**src/hw/mazePkg.sv**
```systemverilog
`default_nettype none

package mazePkg;

    // Stack depth counter, enough for 50 entries
    localparam int depthWidth = 6;

    typedef enum logic [3:0] {
        IDLE,
        START,
        COUNT,
        STRAIGHT,
        LITTLE_LEFT,
        LITTLE_RIGHT,
        CHOOSE,
        LEFT,
        RIGHT,
        BACK,
        STOP,
        FINISH
    } navState_t;

    // Sensor pattern in left, mid, right order
    typedef enum logic [2:0] {
        ERROR_ROAD    = 3'b000,
        RIGHT_LITTLE  = 3'b001,
        STRAIGHT_ROAD = 3'b010,
        RIGHT_ROAD    = 3'b011,
        LEFT_LITTLE   = 3'b100,
        TURN101       = 3'b101,
        LEFT_ROAD     = 3'b110,
        TURN111       = 3'b111
    } road_t;

    // Choice taken at a junction
    typedef enum logic [1:0] {
        NONE         = 2'd0,
        DEC_STRAIGHT = 2'd1,
        DEC_LEFT     = 2'd2,
        DEC_RIGHT    = 2'd3
    } decision_t;

    typedef enum logic [2:0] {
        HALT,
        FORWARD,
        VEER_LEFT,
        VEER_RIGHT,
        SPIN_LEFT,
        SPIN_RIGHT,
        REVERSE
    } driveCmd_t;

endpackage

`default_nettype wire

```
**src/hw/stackIf.sv**
```systemverilog
`default_nettype none

interface stackIf;
    import mazePkg::*;

    logic                  push;
    logic                  replace;
    decision_t             pushValue;
    decision_t             top;
    logic [depthWidth-1:0] depth;

    // Navigator side issues requests
    modport nav (
        output push, replace, pushValue,
        input  top, depth
    );

    modport store (
        input  push, replace, pushValue,
        output top, depth
    );

endinterface

`default_nettype wire

```
**src/hw/trackDecoder.sv**
```systemverilog
`default_nettype none

module trackDecoder (
    input  logic           clk,
    input  logic           rst,
    input  logic           leftTrack,
    input  logic           midTrack,
    input  logic           rightTrack,
    output mazePkg::road_t road
);
    import mazePkg::*;

    logic [2:0] syncMeta;
    logic [2:0] syncTrack;

    // Sensors are asynchronous to clk
    always_ff @(posedge clk or posedge rst) begin
        if (rst) begin
            syncMeta  <= 3'b000;
            syncTrack <= 3'b000;
        end else begin
            syncMeta  <= {leftTrack, midTrack, rightTrack};
            syncTrack <= syncMeta;
        end
    end

    always_comb begin
        case (syncTrack)
            3'b001:  road = RIGHT_LITTLE;
            3'b010:  road = STRAIGHT_ROAD;
            3'b011:  road = RIGHT_ROAD;
            3'b100:  road = LEFT_LITTLE;
            3'b101:  road = TURN101;
            3'b110:  road = LEFT_ROAD;
            3'b111:  road = TURN111;
            default: road = ERROR_ROAD;
        endcase
    end

    // An undriven sensor pin would reach the FSM here
    trackKnown: assert property (
        @(posedge clk) disable iff (rst)
        !$isunknown(syncTrack)
    ) else $error("trackDecoder: synchronized sensor pattern is unknown");

endmodule

`default_nettype wire

```
**src/hw/waitTimer.sv**
```systemverilog
`default_nettype none

module waitTimer #(
    parameter int countCycles = 30,
    parameter int stopCycles  = 20
) (
    input  logic clk,
    input  logic rst,
    input  logic timerRun,
    input  logic timerLong,
    output logic timerDone
);
    localparam int maxCycles = (countCycles > stopCycles) ? countCycles : stopCycles;
    localparam int cntWidth  = $clog2(maxCycles + 1);

    logic                running;
    logic [cntWidth-1:0] remaining;
    logic [cntWidth-1:0] loadValue;

    // First count edge is the load itself
    assign loadValue = timerLong ? cntWidth'(countCycles - 1) : cntWidth'(stopCycles - 1);

    // Gated by timerRun so a finished interval never leaks into the next state
    assign timerDone = timerRun && running && (remaining == '0);

    always_ff @(posedge clk or posedge rst) begin
        if (rst) begin
            running   <= 1'b0;
            remaining <= '0;
        end else if (!timerRun) begin
            running   <= 1'b0;
            remaining <= '0;
        end else if (!running) begin
            running   <= 1'b1;
            remaining <= loadValue;
        end else if (remaining != '0) begin
            remaining <= remaining - 1'b1;
        end
    end

endmodule

`default_nettype wire

```
**src/hw/mazeNavigator.sv**
```systemverilog
`default_nettype none

module mazeNavigator (
    input  logic               clk,
    input  logic               rst,
    input  logic               enable,
    input  logic               obstacleNear,
    input  mazePkg::road_t     road,
    input  logic               timerDone,
    output logic               timerRun,
    output logic               timerLong,
    stackIf.nav                stk,
    output mazePkg::driveCmd_t driveCmd,
    output mazePkg::navState_t navState
);
    import mazePkg::*;

    navState_t state;
    navState_t nextState;
    navState_t prevState;
    navState_t resumeState;
    navState_t nextResume;
    logic      armed;
    logic      reqPush;
    logic      reqReplace;
    decision_t reqValue;
    logic      pushQ;
    logic      replaceQ;
    decision_t valueQ;

    assign navState      = state;
    assign timerRun      = (state == COUNT) || (state == STOP);
    assign timerLong     = (state == COUNT);
    assign stk.push      = pushQ;
    assign stk.replace   = replaceQ;
    assign stk.pushValue = valueQ;

    always_comb begin
        nextState  = state;
        nextResume = resumeState;
        reqPush    = 1'b0;
        reqReplace = 1'b0;
        reqValue   = NONE;
        if (!enable) begin
            nextState = IDLE;
        end else if (obstacleNear) begin
            nextState = FINISH;
        end else begin
            case (state)
                IDLE: nextState = START;
                START: begin
                    if (road == STRAIGHT_ROAD) begin
                        nextState = COUNT;
                    end
                end
                COUNT: begin
                    if (timerDone) begin
                        nextState = STRAIGHT;
                    end
                end
                STRAIGHT, LITTLE_LEFT, LITTLE_RIGHT: begin
                    case (road)
                        ERROR_ROAD: begin
                            nextState  = STOP;
                            nextResume = BACK;
                        end
                        RIGHT_ROAD, RIGHT_LITTLE: nextState = LITTLE_RIGHT;
                        LEFT_ROAD, LEFT_LITTLE:   nextState = LITTLE_LEFT;
                        TURN111: begin
                            // New junction, try straight first
                            if (armed) begin
                                nextState = CHOOSE;
                                reqPush   = 1'b1;
                                reqValue  = DEC_STRAIGHT;
                            end else begin
                                nextState = STRAIGHT;
                            end
                        end
                        default: nextState = STRAIGHT;
                    endcase
                end
                CHOOSE: begin
                    if (road == TURN101) begin
                        nextState  = STOP;
                        nextResume = LEFT;
                        reqReplace = 1'b1;
                        reqValue   = DEC_LEFT;
                    end else if (road == TURN111 && armed) begin
                        nextState = STRAIGHT;
                    end
                end
                LEFT: begin
                    if (armed && road == TURN101) begin
                        nextState  = STOP;
                        nextResume = RIGHT;
                        reqReplace = 1'b1;
                        reqValue   = DEC_RIGHT;
                    end else if (armed && road == TURN111) begin
                        nextState  = STOP;
                        nextResume = STRAIGHT;
                    end
                end
                RIGHT: begin
                    if (armed && road == TURN111) begin
                        nextState  = STOP;
                        nextResume = STRAIGHT;
                    end
                end
                BACK: begin
                    // Back at the junction, take the next untried branch
                    if (road == TURN111) begin
                        nextState = STOP;
                        case (stk.top)
                            DEC_STRAIGHT: begin
                                nextResume = LEFT;
                                reqReplace = 1'b1;
                                reqValue   = DEC_LEFT;
                            end
                            DEC_LEFT: begin
                                nextResume = RIGHT;
                                reqReplace = 1'b1;
                                reqValue   = DEC_RIGHT;
                            end
                            default: nextResume = BACK;
                        endcase
                    end
                end
                STOP: begin
                    if (timerDone) begin
                        nextState = resumeState;
                    end
                end
                default: nextState = state;
            endcase
        end
    end

    always_ff @(posedge clk or posedge rst) begin
        if (rst) begin
            state       <= IDLE;
            prevState   <= IDLE;
            resumeState <= IDLE;
            armed       <= 1'b0;
            pushQ       <= 1'b0;
            replaceQ    <= 1'b0;
        end else begin
            state       <= nextState;
            resumeState <= nextResume;
            pushQ       <= reqPush;
            replaceQ    <= reqReplace;
            // Arming keeps a junction pattern from firing twice in one state
            if (nextState != state) begin
                prevState <= state;
                armed     <= 1'b0;
            end else if (road != TURN111 || (state == STRAIGHT && prevState == COUNT)) begin
                armed <= 1'b1;
            end
        end
    end

    always_ff @(posedge clk) begin
        valueQ <= reqValue;
    end

    always_comb begin
        case (state)
            STRAIGHT:     driveCmd = FORWARD;
            LITTLE_LEFT:  driveCmd = VEER_LEFT;
            LITTLE_RIGHT: driveCmd = VEER_RIGHT;
            LEFT:         driveCmd = SPIN_LEFT;
            RIGHT:        driveCmd = SPIN_RIGHT;
            BACK:         driveCmd = REVERSE;
            default:      driveCmd = HALT;
        endcase
    end

    reqExclusive: assert property (
        @(posedge clk) disable iff (rst)
        !(stk.push && stk.replace)
    ) else $error("mazeNavigator: push and replace in the same cycle");

    doneInTimedState: assert property (
        @(posedge clk) disable iff (rst)
        timerDone |-> (state == COUNT || state == STOP)
    ) else $error("mazeNavigator: timerDone outside COUNT or STOP");

endmodule

`default_nettype wire

```
**src/hw/decisionStack.sv**
```systemverilog
`default_nettype none

module decisionStack #(
    parameter int stackDepth = 50
) (
    input logic   clk,
    input logic   rst,
    stackIf.store stk
);
    import mazePkg::*;

    localparam logic [depthWidth-1:0] fullCount = depthWidth'(stackDepth);

    decision_t             mem [stackDepth];
    logic [depthWidth-1:0] count;
    logic [depthWidth-1:0] topIndex;
    logic [depthWidth-1:0] replaceIndex;
    logic                  doPush;

    assign topIndex     = count - 1'b1;
    assign replaceIndex = (count == '0) ? '0 : topIndex;
    // Full stack drops the push
    assign doPush       = stk.push && (count < fullCount);

    assign stk.depth = count;
    assign stk.top   = (count == '0) ? NONE : mem[topIndex];

    always_ff @(posedge clk or posedge rst) begin
        if (rst) begin
            count <= '0;
        end else if (doPush) begin
            count <= count + 1'b1;
        end else if (stk.replace && count == '0) begin
            count <= depthWidth'(1);
        end
    end

    always_ff @(posedge clk) begin
        if (doPush) begin
            mem[count] <= stk.pushValue;
        end else if (stk.replace) begin
            mem[replaceIndex] <= stk.pushValue;
        end
    end

    depthBound: assert property (
        @(posedge clk) disable iff (rst)
        stk.depth <= fullCount
    ) else $error("decisionStack: depth beyond capacity");

endmodule

`default_nettype wire

```
**src/hw/mazeController.sv**
```systemverilog
`default_nettype none

module mazeController #(
    parameter int countCycles = 30,
    parameter int stopCycles  = 20,
    parameter int stackSize   = 50
) (
    input  logic                             clk,
    input  logic                             rst,
    input  logic                             enable,
    input  logic                             leftTrack,
    input  logic                             midTrack,
    input  logic                             rightTrack,
    input  logic                             obstacleNear,
    output mazePkg::driveCmd_t               driveCmd,
    output mazePkg::navState_t               navState,
    output logic [mazePkg::depthWidth-1:0]   stackDepth,
    output mazePkg::decision_t               stackTop
);
    import mazePkg::*;

    road_t road;
    logic  timerRun;
    logic  timerLong;
    logic  timerDone;

    stackIf stk ();

    trackDecoder u_trackDecoder (
        .clk        (clk),
        .rst        (rst),
        .leftTrack  (leftTrack),
        .midTrack   (midTrack),
        .rightTrack (rightTrack),
        .road       (road)
    );

    // Launch and pause intervals share one counter
    waitTimer #(
        .countCycles (countCycles),
        .stopCycles  (stopCycles)
    ) u_waitTimer (
        .clk       (clk),
        .rst       (rst),
        .timerRun  (timerRun),
        .timerLong (timerLong),
        .timerDone (timerDone)
    );

    mazeNavigator u_mazeNavigator (
        .clk          (clk),
        .rst          (rst),
        .enable       (enable),
        .obstacleNear (obstacleNear),
        .road         (road),
        .timerDone    (timerDone),
        .timerRun     (timerRun),
        .timerLong    (timerLong),
        .stk          (stk.nav),
        .driveCmd     (driveCmd),
        .navState     (navState)
    );

    decisionStack #(
        .stackDepth (stackSize)
    ) u_decisionStack (
        .clk (clk),
        .rst (rst),
        .stk (stk.store)
    );

    assign stackDepth = stk.depth;
    assign stackTop   = stk.top;

endmodule

`default_nettype wire

```
**config.mk**
```make
export PLATFORM = sky130hd
export DESIGN_NAME = mazeController
export DESIGN_NICKNAME = d
export VERILOG_FILES = /design/src/hw/mazePkg.sv /design/src/hw/stackIf.sv /design/src/hw/trackDecoder.sv /design/src/hw/waitTimer.sv /design/src/hw/mazeNavigator.sv /design/src/hw/decisionStack.sv /design/src/hw/mazeController.sv
export SDC_FILE = /design/constraint.sdc
export NUM_CORES = 1
export LEC_CHECK = 0
export ABC_AREA = 1
export BUFFER_PORTS_ARGS = -buffer_cell sky130_fd_sc_hd__buf_2
export CORE_MARGIN = 2
export CORE_UTILIZATION = 62
export CTS_BUF_LIST = sky130_fd_sc_hd__clkbuf_16
export CTS_CLUSTER_SIZE = 28
export DETAILED_ROUTE_END_ITERATION = 10
export PLACE_DENSITY = 0.8
export SLEW_MARGIN = 10
export SYNTH_ARGS = -nofsm -noshare
export SYNTH_HDL_FRONTEND = slang
export SYNTH_SLANG_ARGS = --single-unit
export TNS_END_PERCENT = 10
```
**constraint.sdc**
```tcl
create_clock -name clk -period 3.9 [get_ports clk]
set_input_delay 0.195 -clock clk [delete_from_list [all_inputs] [get_ports clk]]
set_output_delay 0.195 -clock clk [all_outputs]
set_load 0.03 [all_outputs]
```
==> run metrics <==
# DRC=0; syn_nets=about 700; number of detailed-route iterations in the first pass=5; layout cells sized above 1=16.8%; Setup Crit Path Kind=flop to primary output; synthesized area per cell=9.77 um^2; internal power=about 2.6 mW; clk_skew=0.00973 ns; Core Util, Final=between 70 and 80%; Hold Fails Final Rpt=0; worst vdd ir=approximately 0.31 mV; Post-Route Setup TNS=0 ns; 1st-iter DRT viols=658; Sink Count=135; Clock Latency Late Sink=0.42 ns; Final #Nets=726; area of the die=0.0116 mm^2; Hold Path Class=input port to flop; Bufs on Longest Clock Path=2; largest net degree at the start of global routing=56; CTS Buf Count=17; Inserted Diodes=0; Die W=108 um; combinational share of power=about 8%; initial core utilization=64.2%; final count of negative-setup-slack endpoints=0; IO buf count=21; switching pwr=~850 uW; r2r worst-path depth=19; crit path max fanout=25; sequential share of the synthesized area=57.8%; Final Max Slew Viols=0; Arrival @ worst endpoint=3.46 ns; vias=5243; Crit-path slowest cell=inv_1; Hold Worst Slack=roughly 0.08 ns; Die Ht=108 um; first-pass GRT wire length=26.7 mm; vias in the first global route=5265; Layout Cells excl Fill=around 860; Max stage delay on crit path=0.67 ns; Overall Global Routing Usage=30.8%; row count=37; dpl cells=825; gpl congestion=between 0.9 and 1; Worst EP required=3.70 ns; H-tree depth=4; CP Capture Type=primary output; unrepaired setup endpoints after global routing=no; Avg Vias per Cell=roughly 6.1; Final min period=3.66 ns; WHS Path Cells=3; total routed wirelength=16.5 mm; Seq pwr share=~46%; Yosys reg bits=135; f_max=274 MHz; DPL Wire Length=10.8 mm; clock root cell=clkbuf_16; clock-pin slew on the worst setup and hold paths=0.06 ns; boundary pin count=22; CORE AREA=around 0.010 mm^2; synthesized cell area=between 0.006 and 0.007 mm^2; Power Density=457 mW/mm^2; Leakage=approximately 3.2 nW; Ys Warns=0; antenna violation net count after detailed routing=0; Sw Share=24.7%; status=completed; Routed wire per std cell=19.2 um; Synth cell types=47; CTS tree=done; Slew headroom=between 30% and 40%; DP Worst Slack=0.584 ns; area growth from synthesis to layout=12.3%; residual overflow from global routing=0; initial antenna violation count=0; CP Cell Sequence=inv_1 > ha_1 > inv_1 > o21ai_0 > o221ai_1 > o211ai_1 > nand2_1 > o21ai_0 > nand2_1 > nand2_1 > inv_1 > buf_2; setup slack after layout=around 0.24 ns; Clk pwr share=between 40% and 50%; Max Cap Viol=0; Synth Instances=685; Post-CTS Setup Inserts=0; Least-Margin Pin Slew=0.909 ns; Final Cycle Share=93.7%; critical path startpoint category=flop
registers in the layout (all words and copies together), names as in the netlist, 2 cells and up:
signal and flops:
u_trackDecoder.syncTrack 3, u_waitTimer.remaining 5, u_mazeNavigator.navState 4, u_mazeNavigator.stk.pushValue 2, u_mazeNavigator.prevState 4, u_decisionStack.mem 100, u_decisionStack.stk.depth 6, u_trackDecoder.syncMeta 3
u_mazeNavigator.resumeState 4
path summary, 6_finish.rpt:
kind	endpoint	from	slack (ns)
max in group asynchronous	u_waitTimer.remaining[4]	rst	3.18
max reg2reg	u_mazeNavigator.resumeState[1]	u_decisionStack.stk.depth[1]	0.42
min	u_mazeNavigator.navState[1]	enable	0.08
max	stackTop[0]	u_decisionStack.stk.depth[1]	0.24
min in group asynchronous	u_decisionStack.stk.depth[3]	rst	0.41
min reg2reg	u_trackDecoder.syncTrack[1]	u_trackDecoder.syncMeta[1]	0.35
per-layer routing:
metal  track usage (%)  wire length (um)  vias to the layer above
li1                  -                 -                     2402
met1              38.9              6300                     2491
met2              50.0              8210                      305
met3              6.60              1440                       45
met4              16.1               548                        0
met5                 0                 0                        -
placed cells by master, fill, tap and decap left out, types with 3 or more instances in the layout:
cell and count:
inv_1 50, buf_4 5, edfxtp_1 100, dfrtp_1 33, nand4_1 6, nor2_2 6, o221ai_1 11, nand3_1 46
nand3_2 3, o211ai_1 5, nor2_4 7, nand3_4 5, inv_2 12, dlygate4sd3_1 4, buf_2 21, nand2_4 3
nor3_1 7, nor2_1 113, nand2_1 136, clkinvlp_4 5, a22oi_1 3, ha_1 7, clkinv_4 3, nand2_2 13
clkbuf_16 17, xor2_1 3, a21oi_1 17, o22ai_4 5, o21ai_0 44, o22ai_1 6
cells in the mapped netlist (all sizes together):
| library cell | n | area share (%) |
|---|---|---|
| a21boi | 1 | 0.11 |
| a21oi | 18 | 1.4 |
| a22o | 1 | 0.13 |
| a22oi | 3 | 0.34 |
| a31oi | 2 | 0.19 |
| buf | 16 | 1.3 |
| clkbuf | 6 | 0.34 |
| clkinv | 1 | 0.056 |
| dfrtp | 33 | 12 |
| dfxtp | 2 | 0.60 |
| edfxtp | 100 | 45 |
| ha | 7 | 1.3 |
| inv | 64 | 3.7 |
| nand2 | 152 | 9.3 |
| nand3 | 54 | 5.2 |
| nand4 | 6 | 0.56 |
| nor2 | 126 | 8.1 |
| nor3 | 9 | 0.92 |
| o2111ai | 1 | 0.13 |
| o211ai | 5 | 0.56 |
| o21a | 1 | 0.13 |
| o21ai | 46 | 3.5 |
| o21bai | 1 | 0.11 |
| o221ai | 11 | 1.4 |
| o22ai | 11 | 2.1 |
| o311ai | 1 | 0.13 |
| o32ai | 1 | 0.13 |
| o41ai | 1 | 0.13 |
| xor2 | 5 | 0.88 |
layout make-up:
class / instances / area (um^2)
timing repair buffer: 30 / 183
clock inverter: 15 / 155
inverter: 65 / 249
clock buffer: 17 / 425
multi-input combinational: 463 / 2460
sequential: 135 / 3870
tap: 136 / 170
fill: 697 / 2900
timing repair:
item                      4_1_cts  5_1_grt
hold buffers                    4        0
resized for setup               0        0
hold endpoints to repair       36        0
power by group through the flow:
stage / registers (mW) / clock network (mW) / logic, mW
3_3_place_gp: 1.61 / 0 / 0.262
3_5_place_dp: 1.61 / 0 / 0.272
6_report: 1.59 / 1.56 / 0.281
2_1_floorplan: 1.61 / 0 / 0.200
5_1_grt: 1.59 / 1.64 / 0.311
4_1_cts: 1.59 / 1.57 / 0.277
critical path, delay by kind of cell (launching register included):
family          cells  cell delay [ns]
buf+inv             4             1.23
compound gates      4             0.78
flops               1             0.42
simple gates        3             0.32
fa+ha+maj           1             0.29
kinds of logic after synthesis:
group           after synthesis  share of synthesized area (%)
flops                       135                           57.8
compound gates              104                           10.5
fa+ha+maj                     7                           1.31
xor+xnor                      5                          0.879
buf+inv                      87                           5.40
simple gates                347                           24.1
through the flow:
step	total power [mW]	cell area, um^2
2_1_floorplan	1.81	6690
3_3_place_gp	1.88	6890
3_5_place_dp	1.89	6890
4_1_cts	3.43	7510
5_1_grt	3.54	7510
6_report	3.43	7510
No activity file was read; power rests on OpenSTA's default activity.
